File: config.mk
export PLATFORM = sky130hd
export DESIGN_NAME = vdp_top
export DESIGN_NICKNAME = d
export VERILOG_FILES = /design/src/hw/vdp_pkg.sv /design/src/hw/vdp_video_timing.sv /design/src/hw/vdp_host_port.sv /design/src/hw/vdp_register_file.sv /design/src/hw/vdp_vram_sequencer.sv /design/src/hw/vdp_palette_ram.sv /design/src/hw/vdp_top.sv
export SDC_FILE = /design/constraint.sdc
export NUM_CORES = 1
export LEC_CHECK = 0
export CAP_MARGIN = 20
export CORE_ASPECT_RATIO = 0.7
export CORE_MARGIN = 4
export CORE_UTILIZATION = 40
export CTS_CLUSTER_SIZE = 10
export DETAILED_ROUTE_END_ITERATION = 8
export DONT_BUFFER_PORTS = 1
export PLACE_DENSITY_LB_ADDON = 0.08
export SYNTH_ARGS = -nofsm -noshare
export SYNTH_HDL_FRONTEND = slang
export SYNTH_SLANG_ARGS = --single-unit
File: constraint.sdc
create_clock -name clk -period 3.34 [get_ports clk]
set_clock_uncertainty 0.2 [all_clocks]
set_input_delay 0.334 -clock clk [delete_from_list [all_inputs] [get_ports clk]]
set_output_delay 0.334 -clock clk [all_outputs]
set_load 0.03 [all_outputs]
File: src/hw/vdp_pkg.sv
/*
 * shared definitions of the video display processor core
 * register map, bus and counter widths, and the structs passed between blocks
 */

package vdp_pkg;

    localparam int REG_ADDR_W  = 6;
    localparam int DATA_W      = 16;
    localparam int VRAM_ADDR_W = 14;
    localparam int PAL_ADDR_W  = 8;
    localparam int RASTER_X_W  = 12;
    localparam int RASTER_Y_W  = 11;
    localparam int SLOT_W      = 3;

    // writes and reads share the low addresses
    typedef enum logic [REG_ADDR_W-1:0] {
        reg_raster_x     = 6'h00,
        reg_pal_addr     = 6'h02,
        reg_pal_data     = 6'h03,
        reg_vram_addr    = 6'h04,
        reg_vram_data    = 6'h05,
        reg_vram_incr    = 6'h06,
        reg_display_ctrl = 6'h20,
        reg_target_x     = 6'h23,
        reg_target_y     = 6'h24
    } reg_addr_e;

    // read-side alias of the palette pointer address
    localparam reg_addr_e reg_raster_y = reg_pal_addr;

    typedef struct packed {
        logic [RASTER_X_W-1:0] x;
        logic [RASTER_Y_W-1:0] y;
    } raster_pos_t;

    typedef struct packed {
        logic [15:0]       addr;
        logic [DATA_W-1:0] data;
        logic              write;
    } host_req_t;

    typedef struct packed {
        reg_addr_e         addr;
        logic [DATA_W-1:0] data;
        logic              write;
    } reg_access_t;

    // lane_mask bit 0 selects the even port, bit 1 the odd port
    typedef struct packed {
        logic [VRAM_ADDR_W-1:0] addr;
        logic [DATA_W-1:0]      data;
        logic [1:0]             lane_mask;
    } vram_write_t;

    typedef struct packed {
        logic [VRAM_ADDR_W-1:0] addr;
        logic [DATA_W-1:0]      data;
        logic                   we;
    } vram_port_t;

    typedef struct packed {
        logic [3:0] r;
        logic [3:0] g;
        logic [3:0] b;
    } rgb_t;

endpackage

File: src/hw/vdp_video_timing.sv
/*
 * raster timing generator
 * x/y counters, active-low syncs, active display and line/frame strobes
 */

`timescale 1ns/1ps

module vdp_video_timing #(
    parameter int h_active = 640,
    parameter int h_front  = 16,
    parameter int h_sync   = 96,
    parameter int h_back   = 48,
    parameter int v_active = 480,
    parameter int v_front  = 11,
    parameter int v_sync   = 2,
    parameter int v_back   = 31
) (
    input  logic                 clk,
    input  logic                 sprites_x_reset,
    output vdp_pkg::raster_pos_t raster,
    output logic                 hsync,
    output logic                 vsync,
    output logic                 active_display,
    output logic                 line_ended,
    output logic                 frame_ended
);
    import vdp_pkg::*;

    localparam int h_total     = h_active + h_front + h_sync + h_back;
    localparam int v_total     = v_active + v_front + v_sync + v_back;
    localparam int hsync_start = h_active + h_front;
    localparam int vsync_start = v_active + v_front;

    logic [RASTER_X_W-1:0] x_count;
    logic [RASTER_Y_W-1:0] y_count;

    always_ff @(posedge clk) begin
        if (sprites_x_reset) begin
            x_count <= '0;
            y_count <= '0;
        end else if (line_ended) begin
            x_count <= '0;
            y_count <= frame_ended ? '0 : y_count + 1'b1;
        end else begin
            x_count <= x_count + 1'b1;
        end
    end

    assign raster = '{x: x_count, y: y_count};

    // strobes sit on the last cycle of a line or frame
    assign line_ended  = x_count == RASTER_X_W'(h_total - 1);
    assign frame_ended = line_ended && (y_count == RASTER_Y_W'(v_total - 1));

    assign active_display = (x_count < RASTER_X_W'(h_active)) &&
                            (y_count < RASTER_Y_W'(v_active));

    // sync pulses are active low
    assign hsync = !((x_count >= RASTER_X_W'(hsync_start)) &&
                     (x_count < RASTER_X_W'(hsync_start + h_sync)));
    assign vsync = !((y_count >= RASTER_Y_W'(vsync_start)) &&
                     (y_count < RASTER_Y_W'(vsync_start + v_sync)));

endmodule

File: src/hw/vdp_host_port.sv
/*
 * four-phase req/ack host port
 * latches the host payload, issues one register strobe and holds ack until req drops
 */

`timescale 1ns/1ps

module vdp_host_port (
    input  logic                 clk,
    input  logic                 sprites_x_reset,
    input  logic                 req,
    input  vdp_pkg::host_req_t   host,
    input  logic                 access_done,
    output logic                 ack,
    output vdp_pkg::reg_access_t access,
    output logic                 access_strobe
);
    import vdp_pkg::*;

    typedef enum logic [1:0] {
        st_idle,
        st_issue,
        st_wait_done,
        st_hold_ack
    } state_e;

    state_e state;

    always_ff @(posedge clk) begin
        if (sprites_x_reset) begin
            state <= st_idle;
        end else begin
            case (state)
                st_idle: begin
                    if (req) begin
                        state <= st_issue;
                    end
                end
                st_issue: begin
                    state <= st_wait_done;
                end
                // vram_data writes can sit here until their slot comes round
                st_wait_done: begin
                    if (access_done) begin
                        state <= st_hold_ack;
                    end
                end
                st_hold_ack: begin
                    if (!req) begin
                        state <= st_idle;
                    end
                end
                default: state <= st_idle;
            endcase
        end
    end

    // payload captured once when the request is first seen
    always_ff @(posedge clk) begin
        if (state == st_idle && req) begin
            access.addr  <= reg_addr_e'(host.addr[REG_ADDR_W-1:0]);
            access.data  <= host.data;
            access.write <= host.write;
        end
    end

    assign access_strobe = state == st_issue;
    assign ack           = state == st_hold_ack;

endmodule

File: src/hw/vdp_register_file.sv
/*
 * register file
 * write decode, palette and VRAM pointers with auto-increment,
 * raster target compare and the registered raster read mux
 */

`timescale 1ns/1ps

module vdp_register_file (
    input  logic                                 clk,
    input  logic                                 sprites_x_reset,
    input  vdp_pkg::reg_access_t                 access,
    input  logic                                 access_strobe,
    input  vdp_pkg::raster_pos_t                 raster,
    input  logic                                 write_taken,
    output logic                                 access_done,
    output logic [vdp_pkg::DATA_W-1:0]           read_data,
    output vdp_pkg::vram_write_t                 vram_write,
    output logic                                 vram_pending,
    output logic                                 pal_we,
    output logic [vdp_pkg::PAL_ADDR_W-1:0]       pal_waddr,
    output logic [vdp_pkg::DATA_W-1:0]           pal_wdata,
    output logic                                 display_enable,
    output logic                                 target_raster_hit
);
    import vdp_pkg::*;

    // byte pointer, bit 0 picks the lane
    logic [VRAM_ADDR_W:0]  vram_ptr;
    logic [7:0]            vram_incr;
    logic [RASTER_X_W-1:0] target_x;
    logic [RASTER_Y_W-1:0] target_y;
    logic                  reg_done;
    logic                  write_strobe;
    logic                  read_strobe;
    logic                  vram_data_write;
    logic                  pal_data_write;

    assign write_strobe    = access_strobe && access.write;
    assign read_strobe     = access_strobe && !access.write;
    assign vram_data_write = write_strobe && (access.addr == reg_vram_data);
    assign pal_data_write  = write_strobe && (access.addr == reg_pal_data);

    // a vram_data write only completes once the sequencer has committed it
    assign access_done = reg_done || write_taken;

    always_ff @(posedge clk) begin
        if (sprites_x_reset) begin
            reg_done          <= 1'b0;
            vram_pending      <= 1'b0;
            pal_we            <= 1'b0;
            pal_waddr         <= '0;
            vram_ptr          <= '0;
            vram_incr         <= 8'd1;
            display_enable    <= 1'b0;
            target_x          <= '0;
            target_y          <= '0;
            target_raster_hit <= 1'b0;
        end else begin
            reg_done          <= access_strobe && !vram_data_write;
            pal_we            <= pal_data_write;
            target_raster_hit <= (raster.x == target_x) && (raster.y == target_y);

            // step to the next entry once the previous write has landed
            if (pal_we) begin
                pal_waddr <= pal_waddr + 1'b1;
            end
            if (write_taken) begin
                vram_pending <= 1'b0;
            end

            if (write_strobe) begin
                case (access.addr)
                    reg_pal_addr:     pal_waddr <= access.data[PAL_ADDR_W-1:0];
                    reg_vram_addr:    vram_ptr <= access.data[VRAM_ADDR_W:0];
                    reg_vram_data: begin
                        vram_pending <= 1'b1;
                        vram_ptr     <= vram_ptr + (VRAM_ADDR_W + 1)'(vram_incr);
                    end
                    reg_vram_incr:    vram_incr <= access.data[7:0];
                    reg_display_ctrl: display_enable <= access.data[0];
                    reg_target_x:     target_x <= access.data[RASTER_X_W-1:0];
                    reg_target_y:     target_y <= access.data[RASTER_Y_W-1:0];
                    default: ;
                endcase
            end
        end
    end

    always_ff @(posedge clk) begin
        if (pal_data_write) begin
            pal_wdata <= access.data;
        end
        if (vram_data_write) begin
            vram_write.addr      <= vram_ptr[VRAM_ADDR_W:1];
            vram_write.data      <= access.data;
            vram_write.lane_mask <= vram_ptr[0] ? 2'b10 : 2'b01;
        end
        // raster position as seen in the strobe cycle
        if (read_strobe) begin
            case (access.addr)
                reg_raster_x: read_data <= DATA_W'(raster.x);
                reg_raster_y: read_data <= DATA_W'(raster.y);
                default:      read_data <= '0;
            endcase
        end
    end

endmodule

File: src/hw/vdp_vram_sequencer.sv
/*
 * VRAM access sequencer
 * issues the pending host write on the reserved slot of every 8 raster cycles
 */

`timescale 1ns/1ps

module vdp_vram_sequencer (
    input  logic                 clk,
    input  logic                 sprites_x_reset,
    input  vdp_pkg::raster_pos_t raster,
    input  vdp_pkg::vram_write_t vram_write,
    input  logic                 vram_pending,
    output logic                 write_taken,
    output vdp_pkg::vram_port_t  vram_even,
    output vdp_pkg::vram_port_t  vram_odd
);
    import vdp_pkg::*;

    // last slot of the sequence belongs to the host, the others are idle
    localparam logic [SLOT_W-1:0] host_slot = '1;

    logic [SLOT_W-1:0] slot;
    logic              issue;

    assign slot  = raster.x[SLOT_W-1:0];
    assign issue = (slot == host_slot) && vram_pending;

    always_ff @(posedge clk) begin
        // address and data held between host slots
        if (issue) begin
            vram_even.addr <= vram_write.addr;
            vram_even.data <= vram_write.data;
            vram_odd.addr  <= vram_write.addr;
            vram_odd.data  <= vram_write.data;
        end

        if (sprites_x_reset) begin
            write_taken  <= 1'b0;
            vram_even.we <= 1'b0;
            vram_odd.we  <= 1'b0;
        end else begin
            // write_taken lines up with the we pulse on the port
            write_taken  <= issue;
            vram_even.we <= issue && vram_write.lane_mask[0];
            vram_odd.we  <= issue && vram_write.lane_mask[1];
        end
    end

endmodule

File: src/hw/vdp_palette_ram.sv
/*
 * palette memory, 256 x 16
 * entry 0 is the backdrop colour driven to rgb during active display
 */

`timescale 1ns/1ps

module vdp_palette_ram (
    input  logic                           clk,
    input  logic                           pal_we,
    input  logic [vdp_pkg::PAL_ADDR_W-1:0] pal_waddr,
    input  logic [vdp_pkg::DATA_W-1:0]     pal_wdata,
    input  logic                           display_enable,
    input  logic                           active_display,
    output vdp_pkg::rgb_t                  rgb
);
    import vdp_pkg::*;

    logic [DATA_W-1:0] pal_mem [2**PAL_ADDR_W];
    logic [DATA_W-1:0] backdrop;
    logic              active_d;

    always_ff @(posedge clk) begin
        if (pal_we) begin
            pal_mem[pal_waddr] <= pal_wdata;
        end

        // first stage, lookup and active delayed to match
        backdrop <= pal_mem[0];
        active_d <= active_display;

        // second stage, blank outside the display area
        rgb <= (display_enable && active_d) ? rgb_t'(backdrop[$bits(rgb_t)-1:0]) : '0;
    end

endmodule

File: src/hw/vdp_top.sv
/*
 * video display processor core, top level
 * timing, host port, register file, VRAM sequencer and palette
 */

`timescale 1ns/1ps

module vdp_top #(
    // 640x480 timing
    parameter int h_active = 640,
    parameter int h_front  = 16,
    parameter int h_sync   = 96,
    parameter int h_back   = 48,
    parameter int v_active = 480,
    parameter int v_front  = 11,
    parameter int v_sync   = 2,
    parameter int v_back   = 31
) (
    input  logic                       clk,
    input  logic                       sprites_x_reset,
    input  logic                       req,
    input  vdp_pkg::host_req_t         host,
    output logic                       ack,
    output logic [vdp_pkg::DATA_W-1:0] read_data,
    output vdp_pkg::rgb_t              rgb,
    output logic                       hsync,
    output logic                       vsync,
    output logic                       active_display,
    output logic                       line_ended,
    output logic                       frame_ended,
    output logic                       target_raster_hit,
    output vdp_pkg::vram_port_t        vram_even,
    output vdp_pkg::vram_port_t        vram_odd
);
    import vdp_pkg::*;

    raster_pos_t             raster;
    reg_access_t             access;
    logic                    access_strobe;
    logic                    access_done;
    vram_write_t             vram_write;
    logic                    vram_pending;
    logic                    write_taken;
    logic                    pal_we;
    logic [PAL_ADDR_W-1:0]   pal_waddr;
    logic [DATA_W-1:0]       pal_wdata;
    logic                    display_enable;

    vdp_video_timing #(
        .h_active(h_active),
        .h_front(h_front),
        .h_sync(h_sync),
        .h_back(h_back),
        .v_active(v_active),
        .v_front(v_front),
        .v_sync(v_sync),
        .v_back(v_back)
    ) video_timing_i (
        .clk(clk),
        .sprites_x_reset(sprites_x_reset),
        .raster(raster),
        .hsync(hsync),
        .vsync(vsync),
        .active_display(active_display),
        .line_ended(line_ended),
        .frame_ended(frame_ended)
    );

    vdp_host_port host_port_i (
        .clk(clk),
        .sprites_x_reset(sprites_x_reset),
        .req(req),
        .host(host),
        .access_done(access_done),
        .ack(ack),
        .access(access),
        .access_strobe(access_strobe)
    );

    vdp_register_file register_file_i (
        .clk(clk),
        .sprites_x_reset(sprites_x_reset),
        .access(access),
        .access_strobe(access_strobe),
        .raster(raster),
        .write_taken(write_taken),
        .access_done(access_done),
        .read_data(read_data),
        .vram_write(vram_write),
        .vram_pending(vram_pending),
        .pal_we(pal_we),
        .pal_waddr(pal_waddr),
        .pal_wdata(pal_wdata),
        .display_enable(display_enable),
        .target_raster_hit(target_raster_hit)
    );

    vdp_vram_sequencer vram_sequencer_i (
        .clk(clk),
        .sprites_x_reset(sprites_x_reset),
        .raster(raster),
        .vram_write(vram_write),
        .vram_pending(vram_pending),
        .write_taken(write_taken),
        .vram_even(vram_even),
        .vram_odd(vram_odd)
    );

    vdp_palette_ram palette_ram_i (
        .clk(clk),
        .pal_we(pal_we),
        .pal_waddr(pal_waddr),
        .pal_wdata(pal_wdata),
        .display_enable(display_enable),
        .active_display(active_display),
        .rgb(rgb)
    );

endmodule

Word-level counts from Yosys, hierarchy flattened
Memories as Yosys holds them, arrays and structs flattened. A register that Yosys moved wholly into a read port is not among the register bits.
Index checks and enable logic that the tools add are counted.

storage, ports and cells
  RAM bits = 4096
  bits of input ports = 36
  memories = 1
  output and inout port bits = 97
  bits in registers = 217
  word-level logic and storage cells = 106

memories
  memory                 words  bits a word  read ports  clocked after Yosys merged registers in  write ports  RTL line               text
  palette_ram_i.pal_mem  256    16           1           1                                        1            vdp_palette_ram.sv:19  logic [DATA_W-1:0] pal_mem [2**PAL_ADDR_W];

cells by class
  reduce and logical (&&, ||, !) cells = 30
  order comparisons = 6
  add/subtract/negate cells = 4
  eq/ne operators = 19
  mux-type cells = 16

operator list
  operator                 count
  $pmux W15 S2             1
  $lt A12 B10 Y1 const B   2
  $mux W8                  3
  $pmux W12 S2             1
  $lt A11 B9 Y1 const B    2
  $eq A6 B3 Y1 const B     3
  $eq A6 B6 Y1 const B     3
  $add A15 B8 Y15          1
  $logic_and A1 B1 Y1      15
  $add A12 B1 Y12 const B  1
  $eq A12 B10 Y1 const B   1
  $eq A12 B12 Y1           1
  $eq A6 B2 Y1 const B     2
  $ge A12 B10 Y1 const B   1
  $add A11 B1 Y11 const B  1
  $eq A11 B10 Y1 const B   1
  $eq A11 B11 Y1           1
  $ge A11 B9 Y1 const B    1
  $mux W11                 1
  $reduce_and A2 Y1        5
  $add A8 B1 Y8 const B    1
  $mux W2                  4
  $pmux W2 S4              1
  $logic_not A6 Y1         1
  11 further kinds         21

Logic depth before layout (Yosys ltp)
Gate-level depths: netlist of the first run.

  depth in word-level cells = 5
  gate-level depth with buffers = 8
  mapped depth without buffers = 8

Modules after synthesis
A second synthesis of the first run with hierarchy kept.

unflattened totals
  cells, all modules = 758
  area total of the unflattened synthesis = 9429.0 um2

modules (own cells, without submodules)
  module              area an instance (um2)  instances  cells an instance
  vdp_register_file   5212.5                  1          455
  vdp_vram_sequencer  1221.2                  1          68
  vdp_video_timing    1169.9                  1          141
  vdp_palette_ram     964.7                   1          54
  vdp_host_port       860.8                   1          40

Worst setup path after synthesis of the first run
OpenSTA, ideal clock, no wires.

  path type = reg-to-output
  start point = register video_timing_i.x_count[0]
  end point = output port frame_ended
  arrival = 1937 ps
  setup slack = 869 ps
  cell stages (with the launch flop) = 6
  buffers on the path = 1
  cell sequence = dfxtp_1 -> ha_1 -> nand4_1 -> or4_4 -> buf_6 -> nor2_1

between the ends
  longest elaborated chain between the ends = 2

RTL lines
  element                   RTL line                text
  start: declaration        vdp_video_timing.sv:34  logic [RASTER_X_W-1:0] x_count;
  start signal: assignment  vdp_video_timing.sv:45  x_count <= x_count + 1'b1;
  $eq A12 B10 Y1            vdp_video_timing.sv:52  assign line_ended = x_count == RASTER_X_W'(h_total - 1);
  $logic_and A1 B1 Y1       vdp_video_timing.sv:53  assign frame_ended = line_ended && (y_count == RASTER_Y_W'(v_total - 1));
  end: declaration          vdp_top.sv:30           output logic frame_ended,

Every way passes these cells.

Worst setup path after layout of the first run
  start point = register video_timing_i.x_count[0]
  end point = output port line_ended

between the ends
  longest elaborated chain between the ends = 1

RTL lines
  element           RTL line                text
  $eq A12 B10 Y1    vdp_video_timing.sv:52
  end: declaration  vdp_top.sv:29           output logic line_ended,

Every way passes these cells.

==> results of run 1 <==
stage by stage:
step           instance area (µm²)  setup WS [ps]
3_5_place_dp                  9270            652
2_1_floorplan                 9200            869
5_1_grt                      10300           32.0
3_3_place_gp                  9270            780
6_report                     10300            163
4_1_cts                      10300            148
timing repair:
item	in CTS	in global routing
resized for setup	0	0
endpoints found under the hold margin	79	0
hold buffers	27	0
layout make-up:
cell class	count	area [µm²]	share of cell area, %
antenna	1	2.50	0.0242
clock buffer	48	764	7.39
clock inverter	2	13.8	0.133
inverter	16	60.1	0.581
multi-input combinational	425	2860	27.6
sequential	233	5880	56.8
tap	312	390	3.77
timing repair buffer	39	378	3.65
power by group through the flow:
stage / combinational, W / clock (W) / sequential (W)
after floorplan: 0.000208 / 0 / 0.00333
after global placement: 0.000269 / 0 / 0.00342
after detailed placement: 0.000286 / 0 / 0.00343
after CTS: 0.000327 / 0.00270 / 0.00337
after global routing: 0.000358 / 0.00282 / 0.00338
final: 0.000318 / 0.00262 / 0.00336
final timing paths:
check / startpoint / endpoint / slack (ps) / cells past startpoint
hold / removal: req / host_port_i.access[21] / 90 / 1
setup / recovery: video_timing_i.x_count[0] / line_ended / 160 / 5
hold reg to reg: palette_ram_i.pal_mem[0][11] / palette_ram_i.backdrop[11] / 140 / 0
setup reg to reg: host_port_i.state[1] / register_file_i.vram_incr[6] / 230 / 7
placed cells by master, fill, tap and decap left out, types with 11 or more instances in the layout:
master | Yosys | routed
a211oi_1 | 11 | 11
a21oi_1 | 17 | 17
a22o_1 | 11 | 11
and3_1 | 24 | 24
buf_4 | 34 | 12
clkbuf_1 | 23 | 20
clkbuf_16 | 0 | 27
dfxtp_1 | 112 | 112
dlygate4sd3_1 | 0 | 26
edfxtp_1 | 121 | 121
ha_1 | 19 | 19
inv_1 | 16 | 16
mux2i_1 | 34 | 34
nand2_1 | 29 | 29
nand3_1 | 13 | 13
nand4_1 | 15 | 15
nor2_1 | 82 | 82
nor3_1 | 12 | 12
o21ai_0 | 16 | 16
xnor2_1 | 24 | 24
xor2_1 | 28 | 28
flip-flops by register name, summed over array words and instances (netlist names), 12 cells and up:
register,flops
video_timing_i.x_count,12
palette_ram_i.pal_mem,12
vram_sequencer_i.vram_even,31
register_file_i.vram_ptr,15
register_file_i.read_data,12
host_port_i.access,23
register_file_i.vram_write,32
register_file_i.target_x,12
palette_ram_i.rgb,12
register_file_i.pal_wdata,12
palette_ram_i.backdrop,12
per-layer routing:
metal,track usage (%),vias to the layer above,wire length (µm)
met2,22.5,186,8500
met3,3.51,35,1260
li1,-,2645,-
met1,24.3,2651,10300
met5,0,-,0
met4,3.76,0,388
cells by family after synthesis:
family	Yosys count
AOI/OAI and AO/OA	86
xor gates and xnor gates	52
adders and majority gates	20
buffers and inverters	84
DFF	233
muxes	35
other	1
and+or+nand+nor	228
==> reports/metrics.cfg, run 1 <==
[clock_network]
clk_path_buf_depth = 3
insertion_delay_ps = 520
clock-root-buffer = clkbuf_16
clkTransAtPathRegs_ps = 60
cts_buffers = 27
post-cts-setup-buffers = 0
cts_max_level = 1
cts_tree = built
clock_sinks = 233

[placed_design]
placedCellCount = 998
routabilityCongestion = 0.818
dp_hpwl_um = 13800
io_buffers = 0

[routing]
wirelength_um = 20400
num_vias = 5517
routedWlPerCell_um = 19.0
ant_nets = 0
drc = 0
dr.first_iter.drc_count = 364
viasPerCell = 5.13
drtPass1Iterations = 5

[worst_setup_path]
cpLargestDelayFamily = simple AND/OR/NAND/NOR gates
end_kind = output port
critPathBufInv = 2
path_max_fanout = 13
start_kind = flip-flop
cp_slowest_stage_delay_ps = 720
setup.worst_path.class = flip-flop to output port
arrival_ps = 2640
critPathRequiredTime_ps = 2810
crit_chain = ha_1 > nand4_1 > or4_4 > inv_1 > buf_4
cp_slowest_cell = or4_4

[synthesis]
async_flop_share_pct = 0
synthSimpleGateAreaFrac_pct = 12.9
ys_seq_elements = 233
synth.avg_cell_area_um2 = 12.4
synth-edff-count = 121
synth_compound_area_share_pct = 6.42
synthMuxAreaShare_pct = 3.83
yosys-top-cells-area = edfxtp_1 40%, dfxtp_1 24%, mux2i_1 3.7%, nor2_1 3.4%, buf_4 2.8%
synth_top_family_by_area = simple AND/OR/NAND/NOR gates
synth.top_cell.area_share_pct = 39.6
synthFlopType = edfxtp_1
ys_seq_area_share_pct = 64.0
synth_fa_ha_area_share_pct = 2.81
netlist_area_um2 = 9190
synthCells = 739
ys_top_cells_by_count = 121 x edfxtp_1, 112 x dfxtp_1, 82 x nor2_1, 34 x buf_4, 34 x mux2i_1
synth_area_leader_cell = edfxtp_1
ys.warnings.count = 0
ys_types = 63
post-synth-top-count-cell = edfxtp_1
synth_xor_area_share_pct = 4.96

[timing]
hold_viol = 0
finalSetupTns_ps = 0
tightest_slew_ps = 723
fmax_mhz = 315
finalMaxSlewViolations = 0
rsz0062_at_grt = false
setup_violations = 0
fin_crit_ps = 3180
fin_crit_sh_pct = 95.1
slew_headroom_pct = 51.5
holdWs_ps = 92.8

[global_route]
grt_pass1_vias = 5392
grt.overflow.total = 0
grt_max_degree = 57
antenna_found_initial = 0
grt_pass1_wl_um = 31400
grt.total_usage_pct = 15.7

[power_and_ir_drop]
p_int_w = 0.00481
p_total_w = 0.00629
p_comb_share_pct = 5.1
p_seq_share_pct = 53.4
clkPwrFrac_pct = 41.6
p_leak_nw = 3.86
ir_drop_mv = 0.347
p_per_area_nw_per_um2 = 609
p_sw_w = 0.00149
swShare_pct = 23.6

[floorplanning]
die_w_um = 189
dieArea_um2 = 25500
ioPinCount = 133
core_area_um2 = 22600
initial_utilization_pct = 40.6
die_h_um = 135
rows = 46

[worst_hold_path]
hold_path.class = primary input to flip-flop

[finish]
nets = 798
finalNonFillerCells = 1076
n_fill_cell = 2067
final_util_pct = 45.7
syn2layout_area_growth_pct = 12.6
drive_above_1_share_pct = 6.68

[status]
outcome = complete, no violations

[job]
maxCapViolCount = 0

No activity file was read; power rests on OpenSTA's default activity.
==> inputs of run 2 (changes only) <==
--- a/config.mk
+++ b/config.mk
@@ -6,6 +6,8 @@
 export NUM_CORES = 1
 export LEC_CHECK = 0
 export CAP_MARGIN = 20
+export CELL_PAD_IN_SITES_DETAIL_PLACEMENT = 0
+export CELL_PAD_IN_SITES_GLOBAL_PLACEMENT = 1
 export CORE_ASPECT_RATIO = 0.7
 export CORE_MARGIN = 4
 export CORE_UTILIZATION = 40
==> reports/metrics.cfg, run 2 (synthesis gave the netlist of run 1 again) <==
[status]
outcome = complete, no violations

[worst_hold_path]
hold_path.class = flip-flop to flip-flop
whs_path_depth = 0  ; -1
hold_start = palette_ram_i.pal_mem[0][0]

[worst_setup_path]
start_kind = flip-flop
crit_end = line_ended
rrSetupSlack_ps = 610  ; +380 ps
reg2reg_depth = 8  ; +1
cp-startpoint = video_timing_i.x_count[0]
end_kind = output port
reg2reg_from = register_file_i.vram_ptr[0]
arrival_ps = 2620  ; -20 ps
path_max_fanout = 13  ; unchanged
setup.worst_path.class = flip-flop to output port
r2r_end = register_file_i.vram_ptr[12]
critPathRequiredTime_ps = 2810  ; about the same

[routing]
num_vias = 5496  ; -0.38%
dr.first_iter.drc_count = 402  ; +10%
drc = 0  ; unchanged
wirelength_um = 21100  ; +3.3%
ant_nets = 0  ; unchanged
viasPerCell = 5.12  ; -0.10%
drtPass1Iterations = 5  ; unchanged
routedWlPerCell_um = 19.7  ; +3.6%

[timing]
fmax_mhz = 317  ; +0.70%
setup_violations = 0  ; unchanged
hold_viol = 0  ; unchanged
slew_headroom_pct = 44.8  ; -6.7 points
fin_crit_sh_pct = 94.5  ; -0.66 points
fin_crit_ps = 3160  ; -22.2 ps
tightest_slew_ps = 827  ; +104 ps
rsz0062_at_grt = false
finalMaxSlewViolations = 0  ; unchanged
finalSetupTns_ps = 0  ; unchanged

[job]
maxCapViolCount = 0  ; unchanged

[power_and_ir_drop]
p_leak_nw = 3.86  ; about the same
ir_drop_mv = 0.374  ; +7.7%
p_per_area_nw_per_um2 = 611  ; +0.38%

[clock_network]
clkTransAtPathRegs_ps = 60  ; about the same
clock-root-buffer = clkbuf_16
insertion_delay_ps = 540  ; +20 ps
clock_sinks = 233  ; unchanged
cts_max_level = 1  ; unchanged
cts_buffers = 27  ; unchanged
clk_path_buf_depth = 3  ; unchanged
cts_tree = built

[finish]
syn2layout_area_growth_pct = 12.6  ; about the same
layout_common_cells = 121 x edfxtp_1, 112 x dfxtp_1, 82 x nor2_1, 34 x mux2i_1, 29 x nand2_1
finalInstanceArea_um2 = 10300  ; about the same
nets = 797  ; -0.13%
layout_commonest_cell = edfxtp_1
finalNonFillerCells = 1073  ; -0.28%
reg_top3 = register_file_i.vram_write (32), vram_sequencer_i.vram_even (31), host_port_i.access (23)
largest_reg_flops = 32  ; unchanged
diodes = 0  ; -1
drive_above_1_share_pct = 6.83  ; +0.15 points
max_flop_register = register_file_i.vram_write

[global_route]
grt.total_usage_pct = 16.4  ; +0.66 points
grt.overflow.total = 0  ; unchanged
antenna_found_initial = 0  ; unchanged
grt_pass1_wl_um = 32100  ; +2.3%
grt_pass1_vias = 5263  ; -2.4%
grt_max_degree = 57  ; unchanged

[placed_design]
postPlaceCellArea_um2 = 9270  ; about the same
io_buffers = 0  ; unchanged
placedCellCount = 997  ; -0.10%
routabilityCongestion = 0.799  ; -2.4%
dp_hpwl_um = 14000  ; +1.3%

[floorplanning]
initial_utilization_pct = 40.6  ; unchanged
core_area_um2 = 22600  ; unchanged
dieArea_um2 = 25500  ; unchanged
ioPinCount = 133  ; unchanged
die_w_um = 189  ; unchanged
rows = 46  ; unchanged
die_h_um = 135  ; unchanged

[run 2: cell count changes in the layout (fill, tap and decap cells not counted), sizes merged]
cell / delta
buf: -1
clkbuf: -1
diode: -1
[run 2: critical path: stages (launching register included)]
cell and delay, ps:
dfxtp_1 460, ha_1 250, nand4_1 220, or4_4 720, inv_1 220, buf_4 200
[run 2: stage by stage]
stage               utilization [%]  hold WS (ps)  setup slack, ps  total power [W]
floorplan                         -           123              869          0.00354
global placement               41.0           130              763          0.00370
detailed placement             41.0           128              658          0.00371
global route                   45.7           152             47.3          0.00659
CTS                            45.7           141              160          0.00643
finish                         45.7           139              185          0.00632
[run 2: worst min-delay path by stage]
stage / to
5_1_grt: palette_ram_i.backdrop[8]
6_report: palette_ram_i.backdrop[0]
4_1_cts: palette_ram_i.backdrop[8]
3_3_place_gp: palette_ram_i.backdrop[0]
2_1_floorplan: palette_ram_i.backdrop[0]
3_5_place_dp: palette_ram_i.backdrop[5]
[run 2: routing by layer]
layer  share of wire (%)  routed length (µm)  vias up  track usage (%)
met2                  42                8840      170             23.7
met3                 5.8                1230       28             3.67
li1                    -                   -     2627                -
met4                 1.7                 364        0             3.36
met1                  51               10700     2671             25.4
met5                   0                   0        -                0
[run 2: area by class of cell]
| class | count | area, µm² |
|---|---|---|
| clock buffers | 47 | 761 |
| clock inverters | 2 | 25.0 |
| fillers | 2035 | 12300 |
| inverters | 16 | 60.1 |
| multi-input cells | 425 | 2870 |
| flip-flops and latches | 233 | 5880 |
| well taps | 312 | 390 |
| repair buffers | 38 | 370 |
[run 2: power breakdown]
group | switching (W) | internal [W]
logic | 0.000204 | 0.000116
registers | 0.000206 | 0.00316
clock network | 0.00110 | 0.00154
[run 2: repair_timing]
action	in CTS	in global routing
resized for setup	0	0
hold buffers	27	0
buffers inserted	0	0
hold endpoints to repair	82	0
endpoints found under the setup margin	0	0
